<file path="src/design/shuffle_config.svh">
// Sizing macros for the read shuffle network, included by the package, the RTL and the testbench
`ifndef SHUFFLE_CONFIG_SVH
`define SHUFFLE_CONFIG_SVH

//////////////////////////////////////////////////
// Datapath geometry
//////////////////////////////////////////////////

// Lanes inside one cluster
`define SHF_NR_LANES 2

// Clusters fed by the shuffle network
`define SHF_NR_CLUSTERS 4

// Data bits delivered to one cluster per beat (32 bits per lane)
`define SHF_CLUSTER_DW 64

// Width of the full response beat across all clusters
`define SHF_TOTAL_DW (`SHF_NR_CLUSTERS * `SHF_CLUSTER_DW)

//////////////////////////////////////////////////
// Network and tracker depth
//////////////////////////////////////////////////

// One stage per doubling from byte elements up to a full lane group
`define SHF_NUM_STAGES $clog2(`SHF_CLUSTER_DW / (8 * `SHF_NR_LANES))

// Read bursts that may be outstanding at once
`define SHF_NUM_TRACKERS 8

`endif

</file>
<file path="src/design/shuffle_pkg.sv">
// Shared types of the read shuffle network, compiled before every module that uses them
package shuffle_pkg;

`include "shuffle_config.svh"

  //////////////////////////////////////////////////
  // Request side
  //////////////////////////////////////////////////

  // Element width of a read burst
  typedef enum logic [1:0] {
    SEW8  = 2'd0,
    SEW16 = 2'd1,
    SEW32 = 2'd2
  } sew_e;

  // Read request, len counts beats minus one
  typedef struct packed {
    sew_e       sew;
    logic [7:0] len;
  } rd_req_t;

  // Tracker table pointer and occupancy count
  typedef logic [$clog2(`SHF_NUM_TRACKERS)-1:0] trk_ptr_t;
  typedef logic [$clog2(`SHF_NUM_TRACKERS):0]   trk_cnt_t;

  //////////////////////////////////////////////////
  // Response side
  //////////////////////////////////////////////////

  // Slice of a response beat owned by one cluster
  typedef struct packed {
    logic [`SHF_CLUSTER_DW-1:0] data;
    logic                       last;
  } cluster_beat_t;

  // Full response beat, cluster 0 in the lowest slot
  typedef cluster_beat_t [`SHF_NR_CLUSTERS-1:0] wide_beat_t;

  // Data of all clusters laid end to end
  typedef logic [`SHF_TOTAL_DW-1:0] flat_data_t;

  // One bit per shuffle stage
  typedef logic [`SHF_NUM_STAGES-1:0] stage_en_t;

endpackage

</file>
<file path="src/design/cluster_fork.sv">
// Fans the shuffled beat out to every cluster, each with its own valid/ready handshake
`timescale 1ns/1ps

`include "shuffle_config.svh"

module cluster_fork (
  input  logic                        clk_i,
  input  logic                        rst_ni,
  input  shuffle_pkg::wide_beat_t     beat_i,
  input  logic                        valid_i,
  output logic                        ready_o,
  output shuffle_pkg::wide_beat_t     beat_o,
  output logic [`SHF_NR_CLUSTERS-1:0] valid_o,
  input  logic [`SHF_NR_CLUSTERS-1:0] ready_i
);

  // Clusters that already took the current beat
  logic [`SHF_NR_CLUSTERS-1:0] sent_q;
  logic [`SHF_NR_CLUSTERS-1:0] taken;

  assign beat_o  = beat_i;
  assign valid_o = {`SHF_NR_CLUSTERS{valid_i}} & ~sent_q;

  // Taken before, or taking it in this cycle
  assign taken   = sent_q | ready_i;
  assign ready_o = &taken;

  always_ff @(posedge clk_i or negedge rst_ni) begin
    if (!rst_ni) begin
      sent_q <= '0;
    end else if (valid_i) begin
      if (ready_o) begin
        // Last cluster took it, start fresh for the next beat
        sent_q <= '0;
      end else begin
        sent_q <= sent_q | (valid_o & ready_i);
      end
    end
  end

endmodule

</file>
<file path="src/design/req_tracker.sv">
// Circular table of accepted read bursts that hands each shuffle stage the enable of its burst
`timescale 1ns/1ps

`include "shuffle_config.svh"

module req_tracker (
  input  logic                   clk_i,
  input  logic                   rst_ni,
  input  shuffle_pkg::rd_req_t   req_i,
  input  logic                   req_valid_i,
  output logic                   req_ready_o,
  input  shuffle_pkg::stage_en_t stage_done_i,
  output shuffle_pkg::stage_en_t stage_en_o
);
  import shuffle_pkg::*;

  sew_e                           sew_q [`SHF_NUM_TRACKERS];
  trk_ptr_t                       accept_pnt_q;
  trk_ptr_t [`SHF_NUM_STAGES-1:0] issue_pnt_q;
  trk_cnt_t                       cnt_q;
  trk_cnt_t                       cnt_d;
  logic                           req_fire;
  logic                           retire;

  // Advance a table pointer with wrap-around
  function automatic trk_ptr_t next_ptr(trk_ptr_t ptr);
    trk_ptr_t nxt;
    if (ptr == trk_ptr_t'(`SHF_NUM_TRACKERS - 1)) begin
      nxt = '0;
    end else begin
      nxt = ptr + 1'b1;
    end
    return nxt;
  endfunction

  //////////////////////////////////////////////////
  // Accept and retire
  //////////////////////////////////////////////////

  // Full exactly while every entry holds an outstanding burst
  assign req_ready_o = (cnt_q != trk_cnt_t'(`SHF_NUM_TRACKERS));
  assign req_fire    = req_valid_i && req_ready_o;

  // A burst is done once its last beat has passed the final stage
  assign retire = stage_done_i[`SHF_NUM_STAGES-1];

  always_comb begin
    cnt_d = cnt_q;
    if (req_fire && !retire) begin
      cnt_d = cnt_q + 1'b1;
    end else if (!req_fire && retire) begin
      cnt_d = cnt_q - 1'b1;
    end
  end

  // Element width table
  always_ff @(posedge clk_i) begin
    if (req_fire) begin
      sew_q[accept_pnt_q] <= req_i.sew;
    end
  end

  always_ff @(posedge clk_i or negedge rst_ni) begin
    if (!rst_ni) begin
      accept_pnt_q <= '0;
      cnt_q        <= '0;
    end else begin
      cnt_q <= cnt_d;
      if (req_fire) begin
        accept_pnt_q <= next_ptr(accept_pnt_q);
      end
    end
  end

  //////////////////////////////////////////////////
  // Per-stage issue pointers
  //////////////////////////////////////////////////

  // Each stage moves to the next burst after its own last beat
  always_ff @(posedge clk_i or negedge rst_ni) begin
    if (!rst_ni) begin
      issue_pnt_q <= '0;
    end else begin
      for (int s = 0; s < `SHF_NUM_STAGES; s++) begin
        if (stage_done_i[s]) begin
          issue_pnt_q[s] <= next_ptr(issue_pnt_q[s]);
        end
      end
    end
  end

  // Stages at or above the element width index are active
  // SEW8 uses every stage, SEW32 passes straight through
  for (genvar s = 0; s < `SHF_NUM_STAGES; s++) begin : g_stage_en
    assign stage_en_o[s] = (s >= int'(sew_q[issue_pnt_q[s]]));
  end

endmodule

</file>
<file path="src/design/shuffle_stage.sv">
// One registered permutation stage of the read shuffle chain, block size set by its index
`timescale 1ns/1ps

`include "shuffle_config.svh"

module shuffle_stage #(
  parameter int unsigned STAGE = 0
) (
  input  logic                    clk_i,
  input  logic                    rst_ni,
  input  shuffle_pkg::wide_beat_t beat_i,
  input  logic                    valid_i,
  output logic                    ready_o,
  input  logic                    en_i,
  output shuffle_pkg::wide_beat_t beat_o,
  output logic                    valid_o,
  input  logic                    ready_i,
  output logic                    done_o
);
  import shuffle_pkg::*;

  // Blocks double in size from one stage to the next
  localparam int unsigned BLOCK_W = (8 * `SHF_NR_LANES) << STAGE;
  localparam int unsigned ITERS   = `SHF_TOTAL_DW / BLOCK_W / 2;

  flat_data_t data_in;
  flat_data_t data_shf;
  wide_beat_t beat_shf;
  wide_beat_t beat_q;
  logic       valid_q;
  logic       accept;

  //////////////////////////////////////////////////
  // Permutation
  //////////////////////////////////////////////////

  always_comb begin
    for (int c = 0; c < `SHF_NR_CLUSTERS; c++) begin
      data_in[c*`SHF_CLUSTER_DW +: `SHF_CLUSTER_DW] = beat_i[c].data;
    end
  end

  // Interleave the lower and upper half block by block
  always_comb begin
    data_shf = data_in;
    if (en_i) begin
      for (int i = 0; i < ITERS; i++) begin
        for (int j = 0; j < 2; j++) begin
          data_shf[(2*i+j)*BLOCK_W +: BLOCK_W] = data_in[(j*ITERS+i)*BLOCK_W +: BLOCK_W];
        end
      end
    end
  end

  // Last flags stay with their slot
  always_comb begin
    beat_shf = beat_i;
    for (int c = 0; c < `SHF_NR_CLUSTERS; c++) begin
      beat_shf[c].data = data_shf[c*`SHF_CLUSTER_DW +: `SHF_CLUSTER_DW];
    end
  end

  //////////////////////////////////////////////////
  // Pipeline slot
  //////////////////////////////////////////////////

  assign ready_o = !valid_q || ready_i;
  assign accept  = valid_i && ready_o;
  assign done_o  = accept && beat_i[0].last;

  always_ff @(posedge clk_i or negedge rst_ni) begin
    if (!rst_ni) begin
      valid_q <= 1'b0;
    end else if (accept) begin
      valid_q <= 1'b1;
    end else if (ready_i) begin
      valid_q <= 1'b0;
    end
  end

  always_ff @(posedge clk_i) begin
    if (accept) begin
      beat_q <= beat_shf;
    end
  end

  assign beat_o  = beat_q;
  assign valid_o = valid_q;

endmodule

</file>
<file path="src/design/shuffle_top.sv">
// Top of the read shuffle network: tracker, generated shuffle stages and cluster fork
`timescale 1ns/1ps

`include "shuffle_config.svh"

module shuffle_top (
  input  logic                        clk_i,
  input  logic                        rst_ni,
  // Read requests
  input  shuffle_pkg::rd_req_t        req_i,
  input  logic                        req_valid_i,
  output logic                        req_ready_o,
  // Wide response beats from memory
  input  shuffle_pkg::wide_beat_t     beat_i,
  input  logic                        beat_valid_i,
  output logic                        beat_ready_o,
  // Shuffled beats, one handshake per cluster
  output shuffle_pkg::wide_beat_t     beat_o,
  output logic [`SHF_NR_CLUSTERS-1:0] beat_valid_o,
  input  logic [`SHF_NR_CLUSTERS-1:0] beat_ready_i
);
  import shuffle_pkg::*;

  // Slot s is the input of stage s, the last slot feeds the fork
  wide_beat_t [`SHF_NUM_STAGES:0] pipe_beat;
  logic       [`SHF_NUM_STAGES:0] pipe_valid;
  logic       [`SHF_NUM_STAGES:0] pipe_ready;
  stage_en_t                      stage_en;
  stage_en_t                      stage_done;

  assign pipe_beat[0]  = beat_i;
  assign pipe_valid[0] = beat_valid_i;
  assign beat_ready_o  = pipe_ready[0];

  req_tracker i_req_tracker (
    .clk_i        (clk_i),
    .rst_ni       (rst_ni),
    .req_i        (req_i),
    .req_valid_i  (req_valid_i),
    .req_ready_o  (req_ready_o),
    .stage_done_i (stage_done),
    .stage_en_o   (stage_en)
  );

  //////////////////////////////////////////////////
  // Shuffle chain
  //////////////////////////////////////////////////

  for (genvar s = 0; s < `SHF_NUM_STAGES; s++) begin : g_stage
    shuffle_stage #(
      .STAGE (s)
    ) i_shuffle_stage (
      .clk_i   (clk_i),
      .rst_ni  (rst_ni),
      .beat_i  (pipe_beat[s]),
      .valid_i (pipe_valid[s]),
      .ready_o (pipe_ready[s]),
      .en_i    (stage_en[s]),
      .beat_o  (pipe_beat[s+1]),
      .valid_o (pipe_valid[s+1]),
      .ready_i (pipe_ready[s+1]),
      .done_o  (stage_done[s])
    );
  end

  cluster_fork i_cluster_fork (
    .clk_i   (clk_i),
    .rst_ni  (rst_ni),
    .beat_i  (pipe_beat[`SHF_NUM_STAGES]),
    .valid_i (pipe_valid[`SHF_NUM_STAGES]),
    .ready_o (pipe_ready[`SHF_NUM_STAGES]),
    .beat_o  (beat_o),
    .valid_o (beat_valid_o),
    .ready_i (beat_ready_i)
  );

endmodule

</file>
<file path="config.mk">
export PLATFORM = sky130hd
export DESIGN_NAME = shuffle_top
export DESIGN_NICKNAME = d
export VERILOG_FILES = /design/src/design/shuffle_pkg.sv /design/src/design/cluster_fork.sv /design/src/design/req_tracker.sv /design/src/design/shuffle_stage.sv /design/src/design/shuffle_top.sv
export VERILOG_INCLUDE_DIRS = /design/src /design/src/design
export SDC_FILE = /design/constraint.sdc
export NUM_CORES = 1
export LEC_CHECK = 0
export BUFFER_PORTS_ARGS = -buffer_cell sky130_fd_sc_hd__buf_2
export CAP_MARGIN = 0
export CELL_PAD_IN_SITES_DETAIL_PLACEMENT = 2
export CELL_PAD_IN_SITES_GLOBAL_PLACEMENT = 2
export CORE_ASPECT_RATIO = 1.75
export CORE_MARGIN = 5
export CORE_UTILIZATION = 42
export CTS_CLUSTER_DIAMETER = 80
export DETAILED_ROUTE_END_ITERATION = 7
export MAX_ROUTING_LAYER = met4
export PLACE_DENSITY_LB_ADDON = 0.1
export REMOVE_ABC_BUFFERS = 1
export SLEW_MARGIN = 5
export SYNTH_ARGS = -nofsm -noshare
export SYNTH_HDL_FRONTEND = slang
export SYNTH_SLANG_ARGS = --single-unit
</file>
<file path="constraint.sdc">
create_clock -name clk_i -period 21.1 [get_ports clk_i]
set_input_delay 2.11 -clock clk_i [delete_from_list [all_inputs] [get_ports clk_i]]
set_output_delay 2.11 -clock clk_i [all_outputs]
set_load 0.01 [all_outputs]
</file>
### Word-level counts from Yosys, hierarchy flattened

Memories as Yosys holds them, arrays and structs flattened.
Cells that the tools add are included.

* order comparisons: 2
* add/sub/neg operators: 5
* reductions and logical operators: 17
* equal/unequal tests: 4
* bitwise operators: 5
* multiplexer cells: 14

Operators with widths (count)
* $mux 240: 1
* $mux 224: 1
* $mux 4: 3
* $add 3x1->3 const B: 3
* $eq 3x3->1 const B: 3
* $mux 3: 3
* $and 4x4->4: 2
* $or 4x4->4: 2
* $logic_and 1x1->1: 7
* $mux 1: 6
* $reduce_bool 2->1: 3
* $add 4x1->4 const B: 1
* $ge 1x2->1 const A: 2
* $logic_not 1->1: 4
* $ne 4x4->1 const B: 1
* $not 4->4: 1
* $reduce_and 4->1: 1
* $sub 4x1->4 const B: 1
* $logic_or 1x1->1: 2

* bits of input ports: 278
* memories kept: 1
* logic and storage cells: 71
* register bits: 539
* bits in writable memories: 16

Memories
* i_req_tracker.sew_q: depth 8, bits a word 2, read ports 2, clocked after Yosys merged registers in 0, wr ports 1, line req_tracker.sv:17 `` sew_e sew_q [`SHF_NUM_TRACKERS]; ``

### Longest topological paths before layout

Gate-level depths: netlist (run 1).

* depth after elaboration: 8
* depth in mapped cells: 11
* gate-level depth less buffers: 11

### Modules after synthesis

From an unflattened synthesis (run 1), not the netlist that was laid out.

* cells, all modules: 1379
* area, all modules: 25074.0 µm²

By module, submodules not included
* shuffle_stage at g_stage[0].i_shuffle_stage: cells each 514, area each 11224.5 µm², seq. area each 7832.5 µm², instances 1
* shuffle_stage at g_stage[1].i_shuffle_stage: cells each 478, area each 10249.8 µm², seq. area each 7832.5 µm², instances 1
* cluster_fork: cells each 280, area each 2154.6 µm², seq. area each 100.1 µm², instances 1
* req_tracker: cells each 107, area each 1445.1 µm², seq. area each 805.8 µm², instances 1

### Worst setup path before layout (run 1)

Ideal clock, no wire load.

* kind: input to register
* start point: input port beat_ready_i[3]
* end point: register g_stage[0].i_shuffle_stage.beat_q (netlist bit g_stage[0].i_shuffle_stage.beat_o[0]) (enable)
* arrival: 8.536 ns
* required time: 20.447 ns
* cell stages on the path: 3
* setup slack: 11.911 ns
* buffers on the path: 0
* path through: o22ai_1 > o211ai_1 > and2_1

* cells in the longest elaborated chain, start to end: 5

RTL lines
* start, declared: line shuffle_top.sv:20 `` input logic [`SHF_NR_CLUSTERS-1:0] beat_ready_i ``
* $or 4x4->4: line cluster_fork.sv:25 `assign taken = sent_q | ready_i;`
* $reduce_and 4->1: line cluster_fork.sv:26 `assign ready_o = &taken;`
* $logic_or 1x1->1 (2 in a row): line shuffle_stage.sv:67 `assign ready_o = !valid_q || ready_i;`
* via beat_ready_o: line shuffle_top.sv:16 `output logic beat_ready_o,`
* $logic_and 1x1->1: line shuffle_stage.sv:68 `assign accept = valid_i && ready_o;`
* via g_stage[0].i_shuffle_stage.accept: line shuffle_stage.sv:31 `logic accept;`
* end signal, assigned: line shuffle_stage.sv:83 `beat_q <= beat_shf;`
* end, declared: line shuffle_stage.sv:29 `wide_beat_t beat_q;`

The timed path passes the listed nets, and every way through them passes these cells.
A chain may end at the register's enable or synchronous reset.

### Final worst setup path (run 1)

* start point: input port beat_ready_i[2]
* end point: output port beat_ready_o

* cells in the longest elaborated chain, start to end: 4

RTL lines (line)
* $or 4x4->4: cluster_fork.sv:25
* $reduce_and 4->1: cluster_fork.sv:26
* $logic_or 1x1->1 (2 in a row): shuffle_stage.sv:67
* end, declared: shuffle_top.sv:16

No other way between the ends.

==> metrics.json, run 1 <==
{
  "period_minus_slack": {"value": 4973, "unit": "ps"},
  "nets": {"value": 1954},
  "min_path_type": {"value": "reg -> reg"},
  "syn-mean-instance-area": {"value": 20.58, "unit": "sq um"},
  "postSynth.asyncResetShare": {"value": 3.423, "unit": "%"},
  "remaining_drc_errors": {"value": 0},
  "final.setup.tns": {"value": 0, "unit": "ps"},
  "gp_congestion": {"value": 0.7974},
  "antenna_found_initial": {"value": 17},
  "die_y": {"value": 319.0, "unit": "um"},
  "vias": {"value": 12180},
  "synth_top_cells_by_area": {"value": "sky130_fd_sc_hd__edfxtp_1 (70%), sky130_fd_sc_hd__mux2_2 (13%), sky130_fd_sc_hd__mux2_4 (10%), sky130_fd_sc_hd__dfrtp_1 (2.1%), sky130_fd_sc_hd__buf_6 (0.93%)"},
  "clk_pin_slew": {"value": 60, "unit": "ps"},
  "result_of_the_run": {"value": "completed"},
  "min_path_cells": {"value": 0},
  "fin_crit_sh": {"value": 23.57, "unit": "%"},
  "crit_fanout": {"value": 4},
  "initial_utilization": {"value": 42.33, "unit": "%"},
  "fp.coreArea": {"value": 54150, "unit": "sq um"},
  "largest_net_degree_at_the_start_of_global_routing": {"value": 117},
  "synth_seq_area_share": {"value": 72.30, "unit": "%"},
  "worstPathArrival": {"value": 2860, "unit": "ps"},
  "num_rows": {"value": 113},
  "synthesis.yosys.warnings": {"value": 0},
  "sort_of_element_at_the_start_of_the_critical_path": {"value": "input pin"},
  "layout_cells_sized_above_1": {"value": 61.36, "unit": "%"},
  "maxSlewViolCount": {"value": 0},
  "max_freq": {"value": 201.1, "unit": "MHz"},
  "power_switching_share": {"value": 32.11, "unit": "%"},
  "vdd_drop_max": {"value": 0.1378, "unit": "mV"},
  "power_density": {"value": 171.9, "unit": "nW/um^2"},
  "postPlaceCellArea": {"value": 26220, "unit": "sq um"},
  "multi_input_comb_area": {"value": 5997, "unit": "sq um"},
  "grt_pass1_wl": {"value": 91940, "unit": "um"},
  "cap_viol_max_count": {"value": 0},
  "dr.first_iter.drc_count": {"value": 565},
  "bufs_on_longest_clock_path": {"value": 3},
  "io_buffer_count": {"value": 535},
  "end_of_the_worst_hold_path": {"value": "g_stage[1].i_shuffle_stage.beat_o[30]"},
  "power_switching": {"value": 1.540, "unit": "mW"},
  "finalHoldViolCount": {"value": 0},
  "syn-cell-area": {"value": 22920, "unit": "sq um"},
  "detailed_place_hpwl": {"value": 46290, "unit": "um"},
  "synth_largest_area_cell": {"value": "sky130_fd_sc_hd__edfxtp_1"},
  "postSynthRegisterBits": {"value": 555},
  "cts_repair_resize_count": {"value": 0},
  "n_fill_cell": {"value": 4942},
  "drt.antenna.violating_nets": {"value": 0},
  "layout_area_overhead": {"value": 21.79, "unit": "%"},
  "finished_layout_cell_area": {"value": 27910, "unit": "sq um"},
  "area_share_of_the_largest_cell_type_after_synthesis": {"value": 70.22, "unit": "%"},
  "numCtsBuffers": {"value": 52},
  "clock_insertion_delay_worst_skew": {"value": 580, "unit": "ps"},
  "setup.worst_path.end_class": {"value": "primary output"},
  "gr-total-overflow": {"value": 0},
  "timing.critical_path.required": {"value": 18990, "unit": "ps"},
  "power_frac_clock": {"value": 19.4, "unit": "%"},
  "cts_root_buffer": {"value": "sky130_fd_sc_hd__clkbuf_16"},
  "register_area": {"value": 16570, "unit": "sq um"},
  "crit-reg2reg-capture": {"value": "g_stage[1].i_shuffle_stage.beat_o[37]"},
  "most_common_cell_in_the_netlist": {"value": "sky130_fd_sc_hd__edfxtp_1"},
  "seq_power_share": {"value": 43.2, "unit": "%"},
  "synth_cells": {"value": 1114},
  "power.leakage": {"value": 11.01, "unit": "nW"},
  "route.final.wire_length": {"value": 62710, "unit": "um"},
  "h-tree-depth": {"value": 2},
  "hp-start": {"value": "g_stage[0].i_shuffle_stage.beat_o[30]"},
  "ys_types": {"value": 32},
  "timing.reg2reg.setup_slack": {"value": 16950, "unit": "ps"},
  "reg2reg_from": {"value": "i_req_tracker.issue_pnt_q[4]"},
  "tritoncts_sinks": {"value": 555},
  "tightestPinTransition": {"value": 1202, "unit": "ps"},
  "pint": {"value": 3.257, "unit": "mW"},
  "hold_buffers": {"value": 0},
  "routed_via_density": {"value": 5.055},
  "drt-wirelength-per-cell": {"value": 26.03, "unit": "um"},
  "drt_pre_antenna_iters": {"value": 5},
  "max_slew_margin": {"value": 18.14, "unit": "%"},
  "synth-main-ff-cell": {"value": "sky130_fd_sc_hd__edfxtp_1"},
  "worstSetupPathType": {"value": "in -> out"},
  "synth_edf_count": {"value": 536},
  "chipWidth": {"value": 186.6, "unit": "um"},
  "final.setup_skew": {"value": 17.47, "unit": "ps"},
  "dieArea": {"value": 59530, "unit": "sq um"},
  "rsz0062_at_grt": {"value": "false"},
  "p_comb_share": {"value": 37.4, "unit": "%"},
  "post-cts-setup-buffers": {"value": 0},
  "synthTopCellsByCount": {"value": "sky130_fd_sc_hd__edfxtp_1 (536), sky130_fd_sc_hd__mux2_2 (263), sky130_fd_sc_hd__mux2_4 (160)"},
  "design.portCount": {"value": 544},
  "r2r.worst_path.cells": {"value": 5},
  "setup-violations-final": {"value": 0},
  "grt_usage": {"value": 20.94, "unit": "%"},
  "tritoncts": {"value": "done"},
  "grt_pass1_vias": {"value": 13970}
}
cell families (layout without fill, tap and decap cells):
family          Yosys count  count (layout)  share of synthesized area (%)
xor+xnor                  2               2                        0.07644
fa+ha+maj                10              10                         0.5786
simple gates             45              45                         0.9881
mux                     429             429                          23.83
buf+inv                  52             641                          1.627
other cells               0              16                              0
flops                   555             555                          72.30
compound gates           21              21                         0.6059
worst max-delay path by stage:
stage | from | end
after floorplan | i_req_tracker.issue_pnt_q[4] | g_stage[1].i_shuffle_stage.beat_o[100]
final | beat_ready_i[2] | beat_ready_o
after global placement | beat_ready_i[2] | beat_ready_o
after detailed placement | beat_ready_i[2] | beat_ready_o
after global routing | beat_ready_i[2] | beat_ready_o
after CTS | beat_ready_i[2] | beat_ready_o
power by group through the flow:
stage	logic (mW)	clock network [mW]	registers (mW)
CTS	1.84	0.962	2.08
global placement	1.76	0	2.05
detailed placement	1.83	0	2.10
global route	1.92	1.01	2.12
finish	1.80	0.931	2.07
floorplan	1.35	0	2.28
metrics by stage:
step	setup slack (ps)	instances	total power [mW]	utilization [%]	hold WS (ps)
after floorplan	9134	1066	3.625	-	400.3
after global placement	16100	2302	3.806	48.42	400.5
after detailed placement	16110	2302	3.925	48.42	405.5
after CTS	16100	2393	4.883	51.48	416.7
after global routing	16000	2409	5.049	51.55	421.0
final	16130	2409	4.798	51.55	414.1
layer usage:
layer	up-vias	track usage (%)	part of all wire (%)	routed length (um)
met3	102	6.807	7.7	4823
met1	6095	21.36	35	21860
met5	-	-	0	0
li1	5520	-	-	-
met4	0	8.070	3.8	2354
met2	460	37.23	54	33670
flip-flops by register name, summed over array words and instances (netlist names):
name / count
g_stage.i_shuffle_stage.beat_o: 520
g_stage.i_shuffle_stage.valid_o: 2
i_cluster_fork.sent_q: 4
i_req_tracker.accept_pnt_q: 3
i_req_tracker.cnt_q: 4
i_req_tracker.issue_pnt_q: 6
i_req_tracker.sew_q: 16
worst max-delay path, cell delays in order:
cell	delay, ps
sky130_fd_sc_hd__buf_2	110
sky130_fd_sc_hd__o22ai_1	250
sky130_fd_sc_hd__o211ai_1	210
sky130_fd_sc_hd__buf_2	190
cells in the final DEF (no fill, tap or decap), drive strengths merged, types with 2 or more instances in the layout:
cell type    n
clkinv      11
mux2i        3
edfxtp     536
bufinv       5
a22o         4
buf        546
a21oi        5
nor3        12
o22ai        2
nand2b       6
o21ai        4
ha           9
nor2b        4
xnor2        2
clkbuf      74
nor2         9
diode       16
and2         2
mux2       423
nand2        8
inv          4
mux4         3
a21o         2
dfrtp       19
cell type report:
cell class	count	area share, %
Antenna cell	16	0.1434
Sequential cell	555	59.36
Tap cell	690	3.093
Multi-Input combinational cell	507	21.48
Timing Repair Buffer	546	9.933
Inverter	4	0.05379
Clock buffer	74	5.177
Clock inverter	17	0.7530
Power figures use the tool's default switching activity.
==> inputs of run 2 (changes only) <==
Settings changed: ABC_AREA set to 1, CORE_UTILIZATION 42 to 34.
Clock period 21.1 ns to 4.9 ns, I/O delays scaled along.
==> metrics.json, run 2 <==
{
  "vias": {"value": 17770},
  "postPlaceCellArea": {"value": 26660, "unit": "sq um"},
  "worstPathArrival": {"value": 3960, "unit": "ps"},
  "largest_net_degree_at_the_start_of_global_routing": {"value": 225},
  "worstSetupPathType": {"value": "reg -> reg"},
  "cap_viol_max_count": {"value": 0},
  "period_minus_slack": {"value": 3489, "unit": "ps"},
  "place_worst_setup_slack": {"value": 1290, "unit": "ps"},
  "synth_top_cells_by_area": {"value": "sky130_fd_sc_hd__edfxtp_1 (69%), sky130_fd_sc_hd__nand2_1 (14%), sky130_fd_sc_hd__nand3_1 (9.2%), sky130_fd_sc_hd__dfrtp_1 (2.0%), sky130_fd_sc_hd__buf_2 (1.8%)"},
  "cp-startpoint": {"value": "i_req_tracker.issue_pnt_q[0]"},
  "synthesis.yosys.warnings": {"value": 0},
  "max_freq": {"value": 286.6, "unit": "MHz"},
  "area_share_of_the_largest_cell_type_after_synthesis": {"value": 68.93, "unit": "%"},
  "cts_repair_resize_count": {"value": 0},
  "grt_usage": {"value": 21.28, "unit": "%"},
  "clk_pin_slew": {"value": 70, "unit": "ps"},
  "power.leakage": {"value": 12.51, "unit": "nW"},
  "hp-start": {"value": "beat_i[255]"},
  "numCtsBuffers": {"value": 55},
  "reg2reg_from": {"value": "i_req_tracker.issue_pnt_q[0]"},
  "syn-cell-area": {"value": 23350, "unit": "sq um"},
  "routed_via_density": {"value": 5.004},
  "dr.first_iter.drc_count": {"value": 768},
  "initial_utilization": {"value": 34.18, "unit": "%"},
  "postSynthRegisterBits": {"value": 555},
  "post-cts-setup-buffers": {"value": 0},
  "maxSlewViolCount": {"value": 0},
  "timing.critical_path.required": {"value": 5370, "unit": "ps"},
  "power_density": {"value": 795.9, "unit": "nW/um^2"},
  "synth_cells": {"value": 2088},
  "gr-total-overflow": {"value": 0},
  "fin_crit_sh": {"value": 71.21, "unit": "%"},
  "drt-wirelength-per-cell": {"value": 22.32, "unit": "um"},
  "layout_area_overhead": {"value": 22.91, "unit": "%"},
  "synth_edf_count": {"value": 536},
  "result_of_the_run": {"value": "completed"},
  "remaining_drc_errors": {"value": 0},
  "crit_fanout": {"value": 133},
  "finished_layout_cell_area": {"value": 28700, "unit": "sq um"},
  "drt_pre_antenna_iters": {"value": 5},
  "layoutNonFillerInstCount": {"value": 3551},
  "largest_register_ffs": {"value": 520},
  "hold_buffers": {"value": 8},
  "route.final.wire_length": {"value": 79250, "unit": "um"},
  "io_buffer_count": {"value": 535},
  "postLayoutSetupSlackWorst": {"value": 1411, "unit": "ps"},
  "tightestPinTransition": {"value": 1372, "unit": "ps"},
  "place.detailed.instances": {"value": 3408},
  "final.setup_skew": {"value": 28.63, "unit": "ps"},
  "die_y": {"value": 356.7, "unit": "um"},
  "drt.antenna.violating_nets": {"value": 0},
  "vdd_drop_max": {"value": 0.6523, "unit": "mV"},
  "h-tree-depth": {"value": 2},
  "max_slew_margin": {"value": 8.530, "unit": "%"},
  "chipWidth": {"value": 208.1, "unit": "um"},
  "synth_seq_area_share": {"value": 70.96, "unit": "%"},
  "fp.coreArea": {"value": 68330, "unit": "sq um"},
  "setup-violations-final": {"value": 0},
  "clock_insertion_delay_worst_skew": {"value": 620, "unit": "ps"},
  "final_common_cell": {"value": "sky130_fd_sc_hd__nand2_1"},
  "detailed_place_hpwl": {"value": 53090, "unit": "um"},
  "tritoncts": {"value": "done"},
  "ys_types": {"value": 25},
  "grt_pass1_vias": {"value": 20060},
  "synth_largest_area_cell": {"value": "sky130_fd_sc_hd__edfxtp_1"},
  "postSynth.asyncResetShare": {"value": 3.423, "unit": "%"},
  "synthTopCellsByCount": {"value": "sky130_fd_sc_hd__nand2_1 (875), sky130_fd_sc_hd__edfxtp_1 (536), sky130_fd_sc_hd__nand3_1 (428)"},
  "min_path_type": {"value": "in -> reg"},
  "nets": {"value": 2858},
  "setup.worst_path.end_class": {"value": "register"},
  "rsz0062_at_grt": {"value": "false"},
  "num_rows": {"value": 127},
  "antenna_found_initial": {"value": 36},
  "syn-mean-instance-area": {"value": 11.18, "unit": "sq um"},
  "dieArea": {"value": 74230, "unit": "sq um"},
  "design_power_total": {"value": 22.84, "unit": "mW"},
  "gp_congestion": {"value": 0.7784},
  "cts_root_buffer": {"value": "sky130_fd_sc_hd__clkbuf_16"},
  "layout_cells_sized_above_1": {"value": 24.95, "unit": "%"},
  "grt_pass1_wl": {"value": 118800, "unit": "um"},
  "synth-main-ff-cell": {"value": "sky130_fd_sc_hd__edfxtp_1"},
  "final_cell_mix": {"value": "sky130_fd_sc_hd__nand2_1 (874), sky130_fd_sc_hd__edfxtp_1 (536), sky130_fd_sc_hd__buf_2 (535), sky130_fd_sc_hd__nand3_1 (426), sky130_fd_sc_hd__clkbuf_16 (55)"},
  "finalHoldViolCount": {"value": 0},
  "design.portCount": {"value": 544},
  "bufs_on_longest_clock_path": {"value": 3},
  "sort_of_element_at_the_start_of_the_critical_path": {"value": "register"},
  "most_common_cell_in_the_netlist": {"value": "sky130_fd_sc_hd__nand2_1"},
  "tritoncts_sinks": {"value": 555}
}
run 2: cell count changes after synthesis, moves of 6 or more:
cell                       before  now
sky130_fd_sc_hd__nor3_1        12    0
sky130_fd_sc_hd__mux2_4       160    0
sky130_fd_sc_hd__buf_1          0   10
sky130_fd_sc_hd__nand2b_1       6    0
sky130_fd_sc_hd__nor2_1         9   26
sky130_fd_sc_hd__nand2_1        8  875
sky130_fd_sc_hd__buf_2         28   85
sky130_fd_sc_hd__inv_1          4   23
sky130_fd_sc_hd__nand3_1        1  428
sky130_fd_sc_hd__buf_4          0   25
sky130_fd_sc_hd__buf_6         19   12
sky130_fd_sc_hd__mux2_2       263    0
run 2: area by class of cell:
class	count	area, sq um
sequential	555	16570
tap	903	1130
multi-input combinational	1373	5949
antenna	31	77.57
clock inverter	35	369.1
clock buffer	69	1509
timing repair buffer	562	3000
inverter	23	93.84
fill	7275	39630
run 2: critical path: stages (launching register included):
cell and delay [ps]:
sky130_fd_sc_hd__dfrtp_1 520, sky130_fd_sc_hd__nor2_1 170, sky130_fd_sc_hd__nand2_1 70, sky130_fd_sc_hd__nand3_1 130, sky130_fd_sc_hd__nand3_4 590, sky130_fd_sc_hd__nand2_8 930
sky130_fd_sc_hd__buf_4 630, sky130_fd_sc_hd__nand2_1 130, sky130_fd_sc_hd__nand2_1 120
run 2: cell families after synthesis:
kind of cell,count (synthesis),share of synthesized area [%]
compound gates,18,0.4179
xor+xnor,4,0.1501
fa+ha+maj,10,0.5680
buf+inv,160,3.815
flops,555,70.96
simple gates,1341,24.09
run 2: final timing paths:
kind	endpoint	slack, ps	cells past startpoint
min	g_stage[0].i_shuffle_stage.beat_o[255]	50	1
max in group asynchronous	i_req_tracker.accept_pnt_q[0]	4170	2
min reg2reg	g_stage[1].i_shuffle_stage.beat_o[17]	410	0
max	g_stage[0].i_shuffle_stage.beat_o[216]	1410	8
max reg2reg	g_stage[0].i_shuffle_stage.beat_o[216]	1410	8
min in group asynchronous	i_req_tracker.issue_pnt_q[0]	380	2
run 2: metrics by stage:
stage          hold WS (ps)   TNS, ps  utilization, %
2_1_floorplan         194.4  -3854070               -
3_3_place_gp          400.8         0           39.02
3_5_place_dp          405.1         0           39.02
4_1_cts               1.237         0           41.89
5_1_grt               12.00         0           41.99
6_report              50.76         0           42.00
run 2: per-layer routing:
metal / GRT usage, % / vias to the layer above / routed length, um
met3: 5.955 / 127 / 5748
met1: 21.93 / 8906 / 28510
li1: - / 8186 / -
met4: 6.941 / 0 / 2597
met2: 39.06 / 550 / 42390
met5: - / - / 0
run 2: where the power goes:
group | switching [mW] | internal [mW] | total [mW]
clock network | 1.92 | 2.55 | 4.47
logic | 6.37 | 2.57 | 8.94
registers | 0.871 | 8.57 | 9.44
total | 9.16 | 13.7 | 22.8
